**config.mk**
```make
export PLATFORM = sky130hd
export DESIGN_NAME = dma_backend
export DESIGN_NICKNAME = d
export VERILOG_FILES = /design/src/design/dma_pkg.sv /design/src/design/dma_backend.sv /design/src/design/dma_burst_reshaper.sv /design/src/design/dma_data_mover.sv /design/src/design/dma_fifo.sv
export VERILOG_INCLUDE_DIRS = /design/src /design/src/include
export SDC_FILE = /design/constraint.sdc
export NUM_CORES = 1
export LEC_CHECK = 0
export CAP_MARGIN = 25
export CORE_ASPECT_RATIO = 0.6
export CORE_MARGIN = 1
export CORE_UTILIZATION = 46
export CTS_BUF_LIST = sky130_fd_sc_hd__clkbuf_8
export CTS_CLUSTER_SIZE = 24
export DETAILED_ROUTE_END_ITERATION = 10
export DONT_BUFFER_PORTS = 1
export PLACE_DENSITY = 0.64
export RECOVER_POWER = 100
export SLEW_MARGIN = 20
export SYNTH_ARGS = -nofsm -noshare
export SYNTH_HDL_FRONTEND = slang
export SYNTH_SLANG_ARGS = --single-unit
```
**constraint.sdc**
```tcl
create_clock -name clk_i -period 12.5 [get_ports clk_i]
set_input_delay 0.625 -clock clk_i [delete_from_list [all_inputs] [get_ports clk_i]]
set_output_delay 0.625 -clock clk_i [all_outputs]
set_load 0.02 [all_outputs]
```
**src/include/dma_defines.svh**
```systemverilog
// DMA backend parameters
// bus widths, page geometry, burst limit and queue depths
`ifndef DMA_DEFINES_SVH
`define DMA_DEFINES_SVH

// bus geometry
`define DMA_ADDR_W 32
`define DMA_DATA_W 32
`define DMA_STRB_W 4
`define DMA_OFFS_W 2
`define DMA_ID_W   4

// burst length field, len is beats minus one
`define DMA_LEN_W  8

// 4 KiB pages
`define DMA_PAGE_W 12

// --------------------
// queue depths
`define DMA_REQ_DEPTH 4
`define DMA_AX_DEPTH  4
`define DMA_BUF_DEPTH 4

`endif

```
**src/design/dma_pkg.sv**
```systemverilog
// DMA backend types
// request, burst descriptor, master bus and reshaper states
`default_nettype none

`include "dma_defines.svh"

package dma_pkg;

    // --------------------
    // 1D transfer request
    // low address and byte count bits are ignored
    typedef struct packed {
        logic [`DMA_ID_W-1:0]   id;
        logic [`DMA_ADDR_W-1:0] src;
        logic [`DMA_ADDR_W-1:0] dst;
        logic [`DMA_ADDR_W-1:0] num_bytes;
        // hold the next request until this one completes
        logic                   serialize;
    } dma_req_t;

    // one page-safe burst, read and write side share it
    typedef struct packed {
        logic [`DMA_ID_W-1:0]   id;
        logic [`DMA_ADDR_W-1:0] src;
        logic [`DMA_ADDR_W-1:0] dst;
        // beats minus one
        logic [`DMA_LEN_W-1:0]  len;
        // final burst of its request
        logic                   last_of_req;
    } dma_burst_t;

    // --------------------
    // master side of the bus
    // incrementing, full width bursts only
    typedef struct packed {
        logic                   ar_valid;
        logic [`DMA_ID_W-1:0]   ar_id;
        logic [`DMA_ADDR_W-1:0] ar_addr;
        logic [`DMA_LEN_W-1:0]  ar_len;
        logic                   aw_valid;
        logic [`DMA_ID_W-1:0]   aw_id;
        logic [`DMA_ADDR_W-1:0] aw_addr;
        logic [`DMA_LEN_W-1:0]  aw_len;
        logic                   w_valid;
        logic [`DMA_DATA_W-1:0] w_data;
        logic                   w_last;
        logic                   r_ready;
        logic                   b_ready;
    } dma_bus_req_t;

    // slave side of the bus
    typedef struct packed {
        logic                   ar_ready;
        logic                   aw_ready;
        logic                   w_ready;
        logic                   r_valid;
        logic [`DMA_DATA_W-1:0] r_data;
        logic                   r_last;
        logic                   b_valid;
    } dma_bus_rsp_t;

    // reshaper FSM
    typedef enum logic [1:0] {
        IDLE,
        SPLIT,
        WAIT_DONE
    } reshaper_state_e;

endpackage

`default_nettype wire

```
**src/design/dma_backend.sv**
```systemverilog
// DMA backend top level
// request FIFO, burst reshaper and data mover in a pipeline
`default_nettype none

`include "dma_defines.svh"

module dma_backend (
    input  logic                  clk_i,
    input  logic                  rst_ni,
    input  dma_pkg::dma_req_t     req_i,
    input  logic                  req_valid_i,
    output logic                  req_ready_o,
    output dma_pkg::dma_bus_req_t bus_o,
    input  dma_pkg::dma_bus_rsp_t bus_i,
    output logic                  trans_complete_o,
    output logic                  idle_o
);

    dma_pkg::dma_req_t   fifo_req;
    logic                fifo_full;
    logic                fifo_empty;
    logic                rs_take;
    logic                rs_idle;
    dma_pkg::dma_burst_t burst;
    logic                burst_valid;
    logic                burst_ready;
    logic                done;
    logic                dm_idle;

    // --------------------
    // request FIFO
    // accepts whenever not full
    assign req_ready_o = ~fifo_full;

    dma_fifo #(
        .elem_t (dma_pkg::dma_req_t),
        .depth  (`DMA_REQ_DEPTH)
    ) i_req_fifo (
        .clk_i   (clk_i),
        .rst_ni  (rst_ni),
        .push_i  (req_valid_i),
        .data_i  (req_i),
        .full_o  (fifo_full),
        .pop_i   (rs_take),
        .data_o  (fifo_req),
        .empty_o (fifo_empty)
    );

    // --------------------
    // reshaper
    dma_burst_reshaper i_burst_reshaper (
        .clk_i         (clk_i),
        .rst_ni        (rst_ni),
        .req_i         (fifo_req),
        .req_valid_i   (~fifo_empty),
        .req_ready_o   (rs_take),
        .burst_o       (burst),
        .burst_valid_o (burst_valid),
        .burst_ready_i (burst_ready),
        .done_i        (done),
        .idle_o        (rs_idle)
    );

    // --------------------
    // data mover
    dma_data_mover i_data_mover (
        .clk_i         (clk_i),
        .rst_ni        (rst_ni),
        .burst_i       (burst),
        .burst_valid_i (burst_valid),
        .burst_ready_o (burst_ready),
        .bus_o         (bus_o),
        .bus_i         (bus_i),
        .done_o        (done),
        .idle_o        (dm_idle)
    );

    assign trans_complete_o = done;

    // nothing queued, nothing being split, nothing on the bus
    assign idle_o = fifo_empty & rs_idle & dm_idle;

endmodule

`default_nettype wire

```
**src/design/dma_burst_reshaper.sv**
```systemverilog
// burst reshaper
// cuts 1D requests into bursts that stay inside a 4 KiB page on both
// sides and never exceed 256 beats, and holds the next request after
// a serialized one until its completion comes back
`default_nettype none

`include "dma_defines.svh"

module dma_burst_reshaper (
    input  logic                clk_i,
    input  logic                rst_ni,
    input  dma_pkg::dma_req_t   req_i,
    input  logic                req_valid_i,
    output logic                req_ready_o,
    output dma_pkg::dma_burst_t burst_o,
    output logic                burst_valid_o,
    input  logic                burst_ready_i,
    input  logic                done_i,
    output logic                idle_o
);

    // word counts, addresses without the byte offset
    localparam int unsigned word_w = `DMA_ADDR_W - `DMA_OFFS_W;
    localparam int unsigned pg_w   = `DMA_PAGE_W - `DMA_OFFS_W;
    localparam int unsigned pend_w = 8;
    localparam logic [word_w-1:0] max_beats = word_w'(1 << `DMA_LEN_W);

    dma_pkg::reshaper_state_e state_q;
    dma_pkg::reshaper_state_e state_d;

    // current request
    logic [`DMA_ID_W-1:0]   id_q;
    logic [`DMA_ADDR_W-1:0] src_q;
    logic [`DMA_ADDR_W-1:0] dst_q;
    logic [word_w-1:0]      words_q;
    logic                   ser_q;

    // requests whose last burst left but whose completion is still due
    logic [pend_w-1:0] pend_q;

    logic [word_w-1:0]      req_words;
    logic                   take;
    logic                   burst_fire;
    logic                   last_fire;
    logic [pg_w:0]          src_to_pb;
    logic [pg_w:0]          dst_to_pb;
    logic [word_w-1:0]      beats;
    logic [word_w-1:0]      beats_m1;
    logic [`DMA_ADDR_W-1:0] step;
    logic                   is_last;

    // --------------------
    // handshakes
    assign req_ready_o   = (state_q == dma_pkg::IDLE);
    assign idle_o        = (state_q == dma_pkg::IDLE);
    assign burst_valid_o = (state_q == dma_pkg::SPLIT);

    assign take       = req_valid_i & req_ready_o;
    assign burst_fire = burst_valid_o & burst_ready_i;
    assign last_fire  = burst_fire & is_last;

    // sub-word bytes do not count
    assign req_words = req_i.num_bytes[`DMA_ADDR_W-1:`DMA_OFFS_W];

    // --------------------
    // burst size
    // words left before each page boundary, 1 up to a full page
    assign src_to_pb = {1'b1, {pg_w{1'b0}}} - {1'b0, src_q[`DMA_PAGE_W-1:`DMA_OFFS_W]};
    assign dst_to_pb = {1'b1, {pg_w{1'b0}}} - {1'b0, dst_q[`DMA_PAGE_W-1:`DMA_OFFS_W]};

    // smallest of remaining, both page limits and the length cap
    always_comb begin
        beats = words_q;
        if (word_w'(src_to_pb) < beats) begin
            beats = word_w'(src_to_pb);
        end
        if (word_w'(dst_to_pb) < beats) begin
            beats = word_w'(dst_to_pb);
        end
        if (max_beats < beats) begin
            beats = max_beats;
        end
    end

    assign beats_m1 = beats - 1'b1;
    assign is_last  = (beats == words_q);
    // bytes consumed by this burst
    assign step     = {beats, {`DMA_OFFS_W{1'b0}}};

    // burst held from registers, stable under back-pressure
    assign burst_o.id          = id_q;
    assign burst_o.src         = src_q;
    assign burst_o.dst         = dst_q;
    assign burst_o.len         = beats_m1[`DMA_LEN_W-1:0];
    assign burst_o.last_of_req = is_last;

    // --------------------
    // FSM
    always_comb begin
        state_d = state_q;
        case (state_q)
            dma_pkg::IDLE: begin
                // zero-byte requests are popped and dropped here
                if (take && (req_words != '0)) begin
                    state_d = dma_pkg::SPLIT;
                end
            end
            dma_pkg::SPLIT: begin
                if (last_fire) begin
                    state_d = ser_q ? dma_pkg::WAIT_DONE : dma_pkg::IDLE;
                end
            end
            dma_pkg::WAIT_DONE: begin
                // completions arrive in order, ours is the newest one
                if (done_i && (pend_q == pend_w'(1))) begin
                    state_d = dma_pkg::IDLE;
                end
            end
            default: state_d = dma_pkg::IDLE;
        endcase
    end

    always_ff @(posedge clk_i or negedge rst_ni) begin
        if (!rst_ni) begin
            state_q <= dma_pkg::IDLE;
            pend_q  <= '0;
        end else begin
            state_q <= state_d;
            case ({last_fire, done_i})
                2'b10:   pend_q <= pend_q + 1'b1;
                2'b01:   pend_q <= pend_q - 1'b1;
                default: pend_q <= pend_q;
            endcase
        end
    end

    // request registers, word aligned
    always_ff @(posedge clk_i) begin
        if (take) begin
            id_q    <= req_i.id;
            src_q   <= {req_i.src[`DMA_ADDR_W-1:`DMA_OFFS_W], {`DMA_OFFS_W{1'b0}}};
            dst_q   <= {req_i.dst[`DMA_ADDR_W-1:`DMA_OFFS_W], {`DMA_OFFS_W{1'b0}}};
            words_q <= req_words;
            ser_q   <= req_i.serialize;
        end else if (burst_fire) begin
            src_q   <= src_q + step;
            dst_q   <= dst_q + step;
            words_q <= words_q - beats;
        end
    end

endmodule

`default_nettype wire

```
**src/design/dma_data_mover.sv**
```systemverilog
// data mover
// issues one read and one write burst per descriptor, passes R beats
// through a small buffer to W, frames write bursts and turns write
// responses into a completion strobe
`default_nettype none

`include "dma_defines.svh"

module dma_data_mover (
    input  logic                  clk_i,
    input  logic                  rst_ni,
    input  dma_pkg::dma_burst_t   burst_i,
    input  logic                  burst_valid_i,
    output logic                  burst_ready_o,
    output dma_pkg::dma_bus_req_t bus_o,
    input  dma_pkg::dma_bus_rsp_t bus_i,
    output logic                  done_o,
    output logic                  idle_o
);

    // bursts accepted but not yet answered by B
    localparam int unsigned out_w = 16;

    dma_pkg::dma_burst_t    ar_head;
    dma_pkg::dma_burst_t    aw_head;
    logic [`DMA_LEN_W-1:0]  wlen_head;
    logic [`DMA_DATA_W-1:0] buf_head;
    logic                   blast_head;

    logic ar_full;
    logic ar_empty;
    logic aw_full;
    logic aw_empty;
    logic wlen_full;
    logic wlen_empty;
    logic blast_full;
    logic blast_empty;
    logic buf_full;
    logic buf_empty;

    logic burst_fire;
    logic ar_fire;
    logic aw_valid;
    logic aw_fire;
    logic r_fire;
    logic w_valid;
    logic w_last;
    logic w_fire;
    logic b_fire;

    logic [`DMA_LEN_W-1:0] beat_q;
    logic [out_w-1:0]      out_q;
    logic                  done_q;

    // --------------------
    // descriptor intake
    // same descriptor goes to both address queues
    assign burst_ready_o = ~ar_full & ~aw_full;
    assign burst_fire    = burst_valid_i & burst_ready_o;

    dma_fifo #(
        .elem_t (dma_pkg::dma_burst_t),
        .depth  (`DMA_AX_DEPTH)
    ) i_ar_queue (
        .clk_i   (clk_i),
        .rst_ni  (rst_ni),
        .push_i  (burst_fire),
        .data_i  (burst_i),
        .full_o  (ar_full),
        .pop_i   (ar_fire),
        .data_o  (ar_head),
        .empty_o (ar_empty)
    );

    dma_fifo #(
        .elem_t (dma_pkg::dma_burst_t),
        .depth  (`DMA_AX_DEPTH)
    ) i_aw_queue (
        .clk_i   (clk_i),
        .rst_ni  (rst_ni),
        .push_i  (burst_fire),
        .data_i  (burst_i),
        .full_o  (aw_full),
        .pop_i   (aw_fire),
        .data_o  (aw_head),
        .empty_o (aw_empty)
    );

    // --------------------
    // address channels
    assign ar_fire = ~ar_empty & bus_i.ar_ready;

    // AW waits for room to record its W framing and B tag
    assign aw_valid = ~aw_empty & ~wlen_full & ~blast_full;
    assign aw_fire  = aw_valid & bus_i.aw_ready;

    assign bus_o.ar_valid = ~ar_empty;
    assign bus_o.ar_id    = ar_head.id;
    assign bus_o.ar_addr  = ar_head.src;
    assign bus_o.ar_len   = ar_head.len;
    assign bus_o.aw_valid = aw_valid;
    assign bus_o.aw_id    = aw_head.id;
    assign bus_o.aw_addr  = aw_head.dst;
    assign bus_o.aw_len   = aw_head.len;

    // write burst lengths in AW order
    dma_fifo #(
        .elem_t (logic [`DMA_LEN_W-1:0]),
        .depth  (`DMA_AX_DEPTH)
    ) i_wlen_queue (
        .clk_i   (clk_i),
        .rst_ni  (rst_ni),
        .push_i  (aw_fire),
        .data_i  (aw_head.len),
        .full_o  (wlen_full),
        .pop_i   (w_fire & w_last),
        .data_o  (wlen_head),
        .empty_o (wlen_empty)
    );

    // last-of-request tag per outstanding write burst
    dma_fifo #(
        .elem_t (logic),
        .depth  (`DMA_AX_DEPTH)
    ) i_blast_queue (
        .clk_i   (clk_i),
        .rst_ni  (rst_ni),
        .push_i  (aw_fire),
        .data_i  (aw_head.last_of_req),
        .full_o  (blast_full),
        .pop_i   (b_fire),
        .data_o  (blast_head),
        .empty_o (blast_empty)
    );

    // --------------------
    // data path
    // R stalls while the buffer is full
    assign r_fire = bus_i.r_valid & ~buf_full;

    dma_fifo #(
        .elem_t (logic [`DMA_DATA_W-1:0]),
        .depth  (`DMA_BUF_DEPTH)
    ) i_beat_buffer (
        .clk_i   (clk_i),
        .rst_ni  (rst_ni),
        .push_i  (r_fire),
        .data_i  (bus_i.r_data),
        .full_o  (buf_full),
        .pop_i   (w_fire),
        .data_o  (buf_head),
        .empty_o (buf_empty)
    );

    // W only after its AW went out
    assign w_valid = ~buf_empty & ~wlen_empty;
    assign w_last  = (beat_q == wlen_head);
    assign w_fire  = w_valid & bus_i.w_ready;

    assign bus_o.w_valid = w_valid;
    assign bus_o.w_data  = buf_head;
    assign bus_o.w_last  = w_last;
    assign bus_o.r_ready = ~buf_full;
    assign bus_o.b_ready = 1'b1;

    // B is always accepted
    assign b_fire = bus_i.b_valid;

    // --------------------
    // counters and completion
    always_ff @(posedge clk_i or negedge rst_ni) begin
        if (!rst_ni) begin
            beat_q <= '0;
            out_q  <= '0;
            done_q <= 1'b0;
        end else begin
            // beat position inside the current write burst
            if (w_fire) begin
                beat_q <= w_last ? '0 : beat_q + 1'b1;
            end
            case ({burst_fire, b_fire})
                2'b10:   out_q <= out_q + 1'b1;
                2'b01:   out_q <= out_q - 1'b1;
                default: out_q <= out_q;
            endcase
            // one cycle after the B of a request's final burst
            done_q <= b_fire & ~blast_empty & blast_head;
        end
    end

    assign done_o = done_q;
    assign idle_o = (out_q == '0) & ~done_q;

endmodule

`default_nettype wire

```
**src/design/dma_fifo.sv**
```systemverilog
// generic synchronous FIFO
// circular buffer with fill count, any element type
// push and pop may happen in the same cycle
`default_nettype none

module dma_fifo #(
    parameter type         elem_t = logic,
    parameter int unsigned depth  = 2
) (
    input  logic  clk_i,
    input  logic  rst_ni,
    input  logic  push_i,
    input  elem_t data_i,
    output logic  full_o,
    input  logic  pop_i,
    output elem_t data_o,
    output logic  empty_o
);

    localparam int unsigned ptr_w = $clog2(depth);
    localparam int unsigned cnt_w = $clog2(depth + 1);

    elem_t            mem_q [depth];
    logic [ptr_w-1:0] wr_ptr_q;
    logic [ptr_w-1:0] rd_ptr_q;
    logic [cnt_w-1:0] cnt_q;
    logic             push;
    logic             pop;

    // wrap at depth, which need not be a power of two
    function automatic logic [ptr_w-1:0] next_ptr(input logic [ptr_w-1:0] ptr);
        if (ptr == ptr_w'(depth - 1)) begin
            return '0;
        end
        return ptr + 1'b1;
    endfunction

    assign full_o  = (cnt_q == cnt_w'(depth));
    assign empty_o = (cnt_q == '0);

    // overflow and underflow requests are dropped
    assign push = push_i & ~full_o;
    assign pop  = pop_i & ~empty_o;

    // head of queue, valid while not empty
    assign data_o = mem_q[rd_ptr_q];

    // storage
    always_ff @(posedge clk_i) begin
        if (push) begin
            mem_q[wr_ptr_q] <= data_i;
        end
    end

    // pointers and fill count
    always_ff @(posedge clk_i or negedge rst_ni) begin
        if (!rst_ni) begin
            wr_ptr_q <= '0;
            rd_ptr_q <= '0;
            cnt_q    <= '0;
        end else begin
            if (push) begin
                wr_ptr_q <= next_ptr(wr_ptr_q);
            end
            if (pop) begin
                rd_ptr_q <= next_ptr(rd_ptr_q);
            end
            case ({push, pop})
                2'b10:   cnt_q <= cnt_q + 1'b1;
                2'b01:   cnt_q <= cnt_q - 1'b1;
                default: cnt_q <= cnt_q;
            endcase
        end
    end

endmodule

`default_nettype wire

```
Word level (Yosys, flattened, before mapping)
Memory sizes are Yosys's and may differ from the RTL's. Index checks and enable logic that the tools add are counted.

Flip-flop bits (word level): 176. Memory bits (writable): 1184. Output and inout bits: 129. Memories: 6.

Memories: i_req_fifo.mem_q (words 4, bits a word 101, read ports 1, clocked after Yosys merged registers in 0, write ports 1, RTL line dma_fifo.sv:23) `elem_t mem_q [depth];`; i_data_mover.i_ar_queue.mem_q (words 4, bits a word 77, read ports 1, clocked after Yosys merged registers in 0, write ports 1, RTL line dma_fifo.sv:23); i_data_mover.i_aw_queue.mem_q (words 4, bits a word 77, read ports 1, clocked after Yosys merged registers in 0, write ports 1, RTL line dma_fifo.sv:23); i_data_mover.i_beat_buffer.mem_q (words 4, bits a word 32, read ports 1, clocked after Yosys merged registers in 0, write ports 1, RTL line dma_fifo.sv:23); i_data_mover.i_wlen_queue.mem_q (words 4, bits a word 8, read ports 1, clocked after Yosys merged registers in 0, write ports 1, RTL line dma_fifo.sv:23); i_data_mover.i_blast_queue.mem_q (words 4, bits a word 1, read ports 1, clocked after Yosys merged registers in 0, write ports 1, RTL line dma_fifo.sv:23).

Add/subtract/negate cells: 35. Order comparisons: 3. Equal/unequal tests: 42. Muxes and demuxes: 83. Bitwise logic cells: 40. Reductions and logical operators: 21.

Operator list (count): 2-to-1 mux 30 bit (5); 2-to-1 mux 32 bit (4); adder 32 bit (2); < comparator 11 x 30 -> 1 bit (2); 2-to-1 mux 2 bit (28); == test 2 bit (second input constant) (21); 2-to-1 mux 1 bit (36); one-hot mux 3 bit (2 select lines) (6); one-hot mux 16 bit (2 select lines) (1); == test 30 bit (1); < comparator 9 x 30 -> 1 bit (first input constant) (1); nonzero test 30 bit (1); subtractor 30 bit (1); bitwise AND 1 bit (27); adder 2 x 1 -> 2 bit (second input constant) (12); subtractor 11 x 10 -> 11 bit (first input constant) (2); adder 3 x 1 -> 3 bit (second input constant) (6); == test 2 x 1 -> 1 bit (second input constant) (9); == test 3 bit (second input constant) (6); logical NOT 3 bit (6); nonzero test 2 bit (9); subtractor 3 x 1 -> 3 bit (second input constant) (6); adder 16 x 1 -> 16 bit (second input constant) (1); adder 8 x 1 -> 8 bit (second input constant) (2); 14 further kinds (29).

Depth between registers and ports, before layout
Gate-level depths: netlist (run 1).

Depth in word-level cells: 11. Depth in mapped cells: 39. Mapped depth without buffers: 35.

Cells and area by module
Synthesis (run 1) repeated with hierarchy kept, for this count alone.

Cell total of the unflattened synthesis: 3198. Area, all modules: 57641.5 µm².

By module, submodules not included: dma_fifo (i_req_fifo) (instances 1, cells each 569, area each 15034.4 µm², seq. area each 12306.8 µm²); dma_fifo (i_data_mover.i_aw_queue) (instances 1, cells each 443, area each 11556.1 µm², seq. area each 9424.0 µm²); dma_fifo (i_data_mover.i_ar_queue) (instances 1, cells each 445, area each 11546.1 µm², seq. area each 9424.0 µm²); dma_burst_reshaper (instances 1, cells each 1182, area each 10199.8 µm², seq. area each 3103.0 µm²); dma_fifo (i_data_mover.i_beat_buffer) (instances 1, cells each 208, area each 5116.2 µm², seq. area each 4018.9 µm²); dma_data_mover (instances 1, cells each 221, area each 1909.3 µm², seq. area each 625.6 µm²); dma_fifo (i_data_mover.i_wlen_queue) (instances 1, cells each 82, area each 1636.6 µm², seq. area each 1136.1 µm²); dma_fifo (i_data_mover.i_blast_queue) (instances 1, cells each 45, area each 629.4 µm², seq. area each 295.3 µm²); dma_backend (instances 1, cells each 3, area each 13.8 µm², seq. area each 0.0 µm²).

Worst setup path after synthesis (run 1)
OpenSTA, ideal clock, no wires.

Path type: flip-flop to flip-flop. Start point: reg i_burst_reshaper.src_q[2]. End point: reg i_burst_reshaper.src_q[31] (data pin). Arrival: 7857 ps. Data required time: 12244 ps. Path slack: 4387 ps. Cell stages (with the launch flop): 32. Path through: edfxtp_1 buf_6 or4_4 nor4_1 xnor2_1 ha_1 a211o_1 or3_1 o21ai_2 buf_2 clkbuf_1 a21oi_1 ha_1 a221o_1 a21o_1 a21oi_1 and2_1 clkbuf_1 nand2_1 mux2_4 nand2_1 o211a_1 ha_1 a211oi_1 o21ai_0 a21boi_0 o21ai_0 a2111oi_0 nor3_1 o31ai_1 nand3_1 a31o_2.

Word-level cells in the longest chain between the ends: 10.

RTL lines: from (decl) (RTL line dma_burst_reshaper.sv:33) `` logic [`DMA_ADDR_W-1:0] src_q; ``; from (signal assigned) (RTL line dma_burst_reshaper.sv:141) `` src_q <= {req_i.src[`DMA_ADDR_W-1:`DMA_OFFS_W], {`DMA_OFFS_W{1'b0}}}; ``; from (signal assigned) (RTL line dma_burst_reshaper.sv:146) `src_q <= src_q + step;`; subtractor 11 x 10 -> 11 bit (RTL line dma_burst_reshaper.sv:68) `` assign src_to_pb = {1'b1, {pg_w{1'b0}}} - {1'b0, src_q[`DMA_PAGE_W-1:`DMA_OFFS_W]}; ``; < comparator 11 x 30 -> 1 bit (RTL line dma_burst_reshaper.sv:74) `if (word_w'(src_to_pb) < beats) begin`; 2-to-1 mux 30 bit (RTL line dma_burst_reshaper.sv:74); < comparator 11 x 30 -> 1 bit (RTL line dma_burst_reshaper.sv:77) `if (word_w'(dst_to_pb) < beats) begin`; 2-to-1 mux 30 bit (RTL line dma_burst_reshaper.sv:77); < comparator 9 x 30 -> 1 bit (RTL line dma_burst_reshaper.sv:80) `if (max_beats < beats) begin`; 2-to-1 mux 30 bit (RTL line dma_burst_reshaper.sv:80); adder 32 bit (*) (RTL line dma_burst_reshaper.sv:146); 2-to-1 mux 32 bit (*) (RTL line dma_burst_reshaper.sv:145) `end else if (burst_fire) begin`; 2-to-1 mux 32 bit (*) (RTL line dma_burst_reshaper.sv:139) `if (take) begin`.

Mark *: on every way between the ends. The rest lies on a longest branch, timed or not. The select of a mux whose other input is x is not followed. A chain may end at the register's enable or synchronous reset.

Final worst setup path (run 1)
Start point: reg i_burst_reshaper.src_q[5]. End point: reg i_burst_reshaper.src_q[30] (data pin).

The elaborated chain is that of the path after synthesis.

==> results by group, run 1 <==
Status
  – Outcome: complete, but fails checks
  – Failing checks: max-capacitance violations, max-slew violations

Detailed routing
  – Routed wl met2: 48400 um
  – Routed WL per cell: 24.5 um
  – Met3 WL: 7840 um
  – Initial DRC count: 2334
  – Via count: 25800
  – Vias per inst: 5.71
  – DR top layer: met5
  – Drt drc: 0
  – Wirelength, routed: 111000 um
  – ANT nets after route: 0
  – First-pass DRT Iterations: 5
  – Met1 WL: 51900 um

Placed design
  – # port buffers: 0
  – Placer Congestion: 0.890
  – Placed wire-length estimate: 73800 um
  – Dpl ws: 2.56 ns

GRT
  – Vias in the first global route: 26000
  – First-pass GRT wire length: 164000 um
  – Grt total ovfl: 0
  – Largest net degree at the start of global routing: 80
  – Gr usage total: 21.9%
  – Antenna violations before repair: 23

Worst setup path
  – Crit-path leading delay family: compound AO/OA/AOI/OAI gates
  – RR Endpoint: i_burst_reshaper.src_q[30]$_DFFE_PP_
  – Data arrival time of the worst path: 10.99 ns
  – Worst r2r src: i_burst_reshaper.src_q[5]$_DFFE_PP_
  – CP max-delay cell: a2111oi_0
  – Nature of the critical path startpoint: flop
  – Critical path's largest stage delay: 0.82 ns
  – CP endpoint kind: flop
  – FF-to-FF path depth: 33
  – CP Depth: 33
  – Buffers and inverters on the worst path: 2
  – Most used cell, CP: a21oi_1
  – CP max FO: 24
  – R2R setup slack: 2.02 ns
  – Critical Path RT: 13.01 ns
  – Critical path type: flop to flop

Layout
  – Layout area overhead: 13.0%
  – Layout cell share with drive strength beyond 1: 14.7%
  – Reg area: 31300 um^2
  – Commonest non-fill, non-tap cell in the layout: edfxtp_1
  – Area occupied by multi-input gates: 14300 um^2
  – Post-layout net count: 3376
  – Commonest non-fill, non-tap cells in the layout: edfxtp_1 (979), mux4_2 (221), nand2_1 (167), ha_1 (166), clkbuf_8 (163)
  – Fillers: 8000

Floorplanning
  – Ports: 271
  – Floorplan row count: 89
  – Initial core utilization: 46.7%
  – Die area: 102000 um^2
  – Core Area: 98900 um^2
  – Die W: 411 um
  – Die outline height: 247 um

CTS
  – Clock tree buffer depth: 3
  – Root Buffer: clkbuf_8
  – Hold Buf Count CTS: 133
  – TritonCTS clock tree: done
  – Latest clock arrival within the worst-skew pair: 0.86 ns
  – CTS Sinks: 1056
  – Post-CTS resize count: 0
  – CTS Buf Count: 156
  – Clock-pin slew on the worst setup and hold paths: 0.06 ns
  – H-tree depth: 4
  – Post-CTS setup buffers: 0

Timing
  – Setup TNS: 0 ns
  – Fin. Hold Viols: 0
  – Slew Viols, Final: 1344
  – Setup WS post-layout: 2.02 ns
  – Post-layout min period: 10.48 ns
  – Final period util: 83.9%
  – Clock Skews: 0.0496 ns
  – Worst slew pin tran: 4.82 ns
  – Unrepaired setup endpoints after global routing: no
  – Max Clk Rate: 95.4 MHz
  – Final setup fails: 0
  – Max_slew headroom: -222%

Yosys
  – XOR/XNOR Fraction of Synth Area: 2.43%
  – Largest family of logic cells by synthesized area: multiplexers
  – Avg Cell Area, Syn: 16.7 um^2
  – Post-synthesis mux area share: 11.3%
  – Synth Area in Adders: 4.94%
  – Simple-gate area share of the yosys netlist: 5.74%
  – Warnings from Yosys: 0
  – Mapped Cells: 2764
  – Unique masters post-synth: 74
  – #FFs+latches synth: 1056
  – Mapped Area: 46100 um^2
  – Ys async rst share: 7.29%
  – Sequential area share after synthesis: 67.9%
  – Post-synthesis compound-gate area fraction: 6.14%
  – Ys flop type: edfxtp_1
  – EDFF count, synth: 979

Min path
  – Worst hold stages: 3
  – Hold Crit Class: input pin to flop
  – Hold Crit Start: bus_i[35]
  – Hold EP: i_data_mover.i_beat_buffer.rd_ptr_q[1]$_DFFE_PN0P_

Job
  – Max-Cap Viols: 30
## registers in the layout, summed over array words and instances, names as in the netlist, 3 cells and up
register and flops:
i_burst_reshaper.dst_q 30, i_burst_reshaper.id_q 4, i_burst_reshaper.pend_q 8, i_burst_reshaper.src_q 30
i_burst_reshaper.words_q 30, i_data_mover.beat_q 8, i_data_mover.i_ar_queue.cnt_q 3, i_data_mover.i_ar_queue.mem_q 168
i_data_mover.i_aw_queue.cnt_q 3, i_data_mover.i_aw_queue.mem_q 172, i_data_mover.i_beat_buffer.cnt_q 3, i_data_mover.i_beat_buffer.mem_q 128
i_data_mover.i_blast_queue.cnt_q 3, i_data_mover.i_blast_queue.mem_q 4, i_data_mover.i_wlen_queue.cnt_q 3, i_data_mover.i_wlen_queue.mem_q 32
i_data_mover.out_q 16, i_req_fifo.cnt_q 3, i_req_fifo.mem_q 380
## final cells by class
class / instances / area share [%]
sequential: 1056 / 60.1
multi-input combinational: 1587 / 27.5
clock buffer: 163 / 4.30
tap: 1319 / 3.16
timing repair buffer: 168 / 2.88
clock inverter: 120 / 1.41
inverter: 89 / 0.643
antenna: 10 / 0.0480
## synth_stat cells, drive strengths merged (17+ instances only)
cell type,n,area share [%]
edfxtp,979,64
mux4,221,11
nand2,167,1.4
ha,166,4.5
nor2,121,0.98
o21ai,115,1.3
a21oi,103,1.1
inv,89,0.72
dfrtp,77,4.2
xnor2,67,1.3
xor2,61,1.2
clkbuf,57,0.46
a21o,42,0.69
nor3,39,0.42
buf,38,0.40
o21a,31,0.50
and3,29,0.39
nand3,29,0.31
o31ai,24,0.39
nor4,23,0.31
and2,20,0.27
o211ai,18,0.29
a211oi,17,0.28
or3,17,0.23
## per-stage QoR
| stage | cells | hold slack [ns] | utilization, % | instance area [um^2] |
|---|---|---|---|---|
| detailed placement | 4085 | 0.333 | 48.5 | 48000 |
| CTS | 4501 | 0.0463 | 52.9 | 52300 |
| finish | 4512 | 0.133 | 52.7 | 52100 |
| global route | 4509 | 0.149 | 52.7 | 52100 |
| floorplan | 2827 | 0.329 | - | 46400 |
| global placement | 4084 | 0.333 | 48.5 | 48000 |
## per-layer routing
metal	GRT usage (%)	vias to the layer above
met4	7.35	12
met1	32.9	13200
met3	5.05	175
met5	0	-
li1	-	11500
met2	31.5	826
## how the worst max path moves through the flow
stage	from	end	slack [ns]
final	i_burst_reshaper.src_q[5]$_DFFE_PP_	i_burst_reshaper.src_q[30]$_DFFE_PP_	2.02
after global placement	i_burst_reshaper.src_q[5]$_DFFE_PP_	i_burst_reshaper.src_q[31]$_DFFE_PP_	2.50
after detailed placement	i_burst_reshaper.src_q[5]$_DFFE_PP_	i_burst_reshaper.src_q[30]$_DFFE_PP_	2.56
after floorplan	i_burst_reshaper.src_q[2]$_DFFE_PP_	i_burst_reshaper.src_q[31]$_DFFE_PP_	4.39
after CTS	i_burst_reshaper.src_q[5]$_DFFE_PP_	i_burst_reshaper.src_q[31]$_DFFE_PP_	2.52
after global routing	i_burst_reshaper.src_q[5]$_DFFE_PP_	i_burst_reshaper.src_q[30]$_DFFE_PP_	1.36
## worst reg2reg max path: cells and delay by family, from the launching register on
family / cells / cell delay, ns
flops: 1 / 0.54
buf+inv: 2 / 0.78
xor+xnor: 2 / 0.56
compound gates: 16 / 4.19
simple gates: 9 / 2.75
fa+ha+maj: 4 / 1.36
## cell families (layout without fill, tap and decap cells)
family | Yosys count | count (layout)
AO/OA/AOI/OAI | 439 | 439
flip-flops | 1056 | 1056
XOR/XNOR | 128 | 128
adder cells (fa/ha/maj) | 176 | 176
AND/OR/NAND/NOR | 538 | 538
other | 2 | 75
buffers and inverters | 184 | 540
multiplexers | 241 | 241
Power of run 1 is left out: the tool's default activity adds up to more than one toggle a clock period on the data nets, which glitch-free logic cannot reach.
==> run 2: changes to the inputs <==
ABC_AREA = 1   (was default)
clock period = 10.5 ns   (was 12.5 ns; I/O delays follow)
==> run 2 against run 1 <==
  * The flow still finishes with violations (max-capacitance violations, max-slew violations)
  * Highest routed layer unchanged
  * Fmax is 11% higher
  * Setup slack worse by 0.97 ns
  * Register-to-register slack worse by 0.97 ns
  * Count of clock-buffer cells in the layout is 2 lower
  * Largest cell class unchanged
  * Cell count is 26% higher
  * Critical path depth is 14 higher
  * Global-route usage is 0.33 points higher
  * Synthesized cell count is 45% higher
  * Wire length is 3.8% higher
==> results by group, run 2 <==
Status
  – Outcome: complete, but fails checks
  – Failing checks: max-capacitance violations, max-slew violations

Layout
  – Regs by FF count: i_req_fifo.mem_q: 380 flops, i_data_mover.i_aw_queue.mem_q: 172 flops, i_data_mover.i_ar_queue.mem_q: 168 flops
  – Reg area: 31300 um^2
  – Reg with most FFs: i_req_fifo.mem_q
  – Final Instance Count excl. Fillers: 5691
  – Layout area overhead: 12.4%
  – Fillers: 8804
  – Max FFs per register: 380
  – Layout cell share with drive strength beyond 1: 5.73%
  – Post-layout net count: 4547
  – Commonest non-fill, non-tap cell in the layout: edfxtp_1
  – Commonest non-fill, non-tap cells in the layout: edfxtp_1 (979), o21ai_0 (556), nand2_1 (521), nor2_1 (483), inv_1 (317)
  – Area occupied by multi-input gates: 14000 um^2

Yosys
  – Synth area leaders: edfxtp_1 (63%), o21ai_0 (5.8%), ha_1 (4.4%)
  – #FFs+latches synth: 1056
  – EDFF count, synth: 979
  – Ys flop type: edfxtp_1
  – Warnings from Yosys: 0
  – Mapped Cells: 4006
  – Ys async rst share: 7.29%
  – Most common cell in the netlist: edfxtp_1
  – Avg Cell Area, Syn: 11.7 um^2
  – Unique masters post-synth: 58
  – Post-synth top area share: 62.8%
  – Leading area contributor after synthesis: edfxtp_1
  – Mapped Area: 46800 um^2
  – List of most frequent post-synthesis cells: edfxtp_1 (979), o21ai_0 (545), nand2_1 (520), nor2_1 (494), inv_1 (269)
  – Sequential area share after synthesis: 66.9%

Floorplanning
  – Die outline height: 249 um
  – Core Area: 101000 um^2
  – Floorplan row count: 90
  – Initial core utilization: 46.5%
  – Ports: 271
  – Die area: 103000 um^2
  – Die W: 414 um

Job
  – Max-Cap Viols: 34

Detailed routing
  – Vias per inst: 5.41
  – Met1 WL: 56800 um
  – Drt drc: 0
  – Initial DRC count: 2887
  – Routed WL per cell: 20.2 um
  – Via count: 30800
  – Met3 WL: 9100 um
  – Wirelength, routed: 115000 um
  – ANT nets after route: 0
  – Routed wl met2: 46900 um
  – First-pass DRT Iterations: 6
  – DR top layer: met5

Worst setup path
  – CP max-delay cell: a21oi_1
  – CP max FO: 12
  – Critical Path RT: 11.05 ns
  – Most used cell, CP: nand2_1
  – Nature of the critical path startpoint: flop
  – Buffers and inverters on the worst path: 6
  – Crit-path leading delay family: compound AO/OA/AOI/OAI gates
  – CP endpoint kind: flop
  – Data arrival time of the worst path: 10.01 ns
  – Critical path type: flop to flop
  – Critical path's largest stage delay: 0.73 ns

CTS
  – Root Buffer: clkbuf_8
  – H-tree depth: 4
  – Clock tree buffer depth: 3
  – Post-CTS resize count: 0
  – CTS Sinks: 1056
  – TritonCTS clock tree: done
  – Hold Buf Count CTS: 132
  – Clock-pin slew on the worst setup and hold paths: 0.06 ns
  – Post-CTS setup buffers: 0
  – Latest clock arrival within the worst-skew pair: 0.84 ns
  – CTS Buf Count: 155

GRT
  – First-pass GRT wire length: 174000 um
  – Grt total ovfl: 0
  – Antenna violations before repair: 15
  – Largest net degree at the start of global routing: 99
  – Gr usage total: 22.2%
  – Vias in the first global route: 28500

Timing
  – Clock Skews: 0.0399 ns
  – Slew Viols, Final: 1687
  – Fin. Hold Viols: 0
  – Max_slew headroom: -226%
  – Post-layout min period: 9.46 ns
  – Final setup fails: 0
  – Setup TNS: 0 ns
  – Final period util: 90.1%
  – Unrepaired setup endpoints after global routing: no
  – Max Clk Rate: 106 MHz
  – Worst slew pin tran: 4.89 ns
  – Hold Slack: 0.133 ns

Placed design
  – DP Cell Count: 5273
  – Placer Congestion: 0.907
  – # port buffers: 0
  – Placed wire-length estimate: 73800 um

Min path
  – Hold Crit Class: input pin to flop
## run 2: cell types whose count changed after synthesis, moves of 40 or more
cell,delta
clkbuf_1,+88
nand3_1,+40
mux4_2,-221
inv_1,+181
a21oi_1,+95
o21ai_0,+431
nor2_1,+373
nand2_1,+353
o22ai_1,+179
## run 2: cell families after synthesis
family          share of synthesized area, %
flops                                   66.9
compound gates                          12.5
simple gates                            10.1
buf+inv                                 3.77
fa+ha+maj                               4.87
xor+xnor                                1.80
other cells                           0.0161
mux                                   0.0642
## run 2: worst paths after layout
kind / slack, ns / endpoint / cells after the start / startpoint
max in group asynchronous: 5.07 / i_req_fifo.rd_ptr_q[0]$_DFFE_PN0P_ / 2 / rst_ni
min in group asynchronous: 2.00 / i_data_mover.out_q[8]$_DFFE_PN0P_ / 2 / rst_ni
min reg2reg: 0.47 / i_burst_reshaper.pend_q[7]$_DFFE_PN0P_ / 1 / i_burst_reshaper.pend_q[7]$_DFFE_PN0P_
max: 1.04 / i_burst_reshaper.src_q[28]$_DFFE_PP_ / 47 / i_burst_reshaper.src_q[4]$_DFFE_PP_
max reg2reg: 1.04 / i_burst_reshaper.src_q[28]$_DFFE_PP_ / 47 / i_burst_reshaper.src_q[4]$_DFFE_PP_
min: 0.13 / i_data_mover.i_beat_buffer.wr_ptr_q[0]$_DFFE_PN0P_ / 2 / bus_i[34]
## run 2: through the flow
stage	cell area, um^2	setup WS, ns	util (%)
6_report	52600	1.04	52.2
5_1_grt	52600	0.340	52.2
4_1_cts	52800	1.67	52.4
3_5_place_dp	48500	1.70	48.1
3_3_place_gp	48400	1.85	48.1
2_1_floorplan	47000	3.83	-
## run 2: worst reg2reg max path: cells and delay by family (launching register included)
family	cells	cell delay, ns
AOI/OAI and AO/OA	14	3.53
and+or+nand+nor	22	3.10
adders and majority gates	4	1.13
buffers and inverters	6	0.68
DFF	1	0.57
xor gates and xnor gates	1	0.22
## run 2: metal layers
layer / global-route usage, % / vias up
met5: 0 / -
met4: 6.32 / 12
met3: 4.83 / 166
met2: 29.8 / 949
met1: 35.8 / 14800
li1: - / 14800
## run 2: layout make-up
cell class | count | area share, %
Tap cell | 1334 | 3.17
Clock buffer | 161 | 4.21
Timing Repair Buffer | 179 | 2.94
Multi-Input combinational cell | 2559 | 26.6
Inverter | 278 | 1.99
Sequential cell | 1056 | 59.6
Antenna cell | 9 | 0.0428
Clock inverter | 115 | 1.42
Power of run 2 is left out for the same reason.
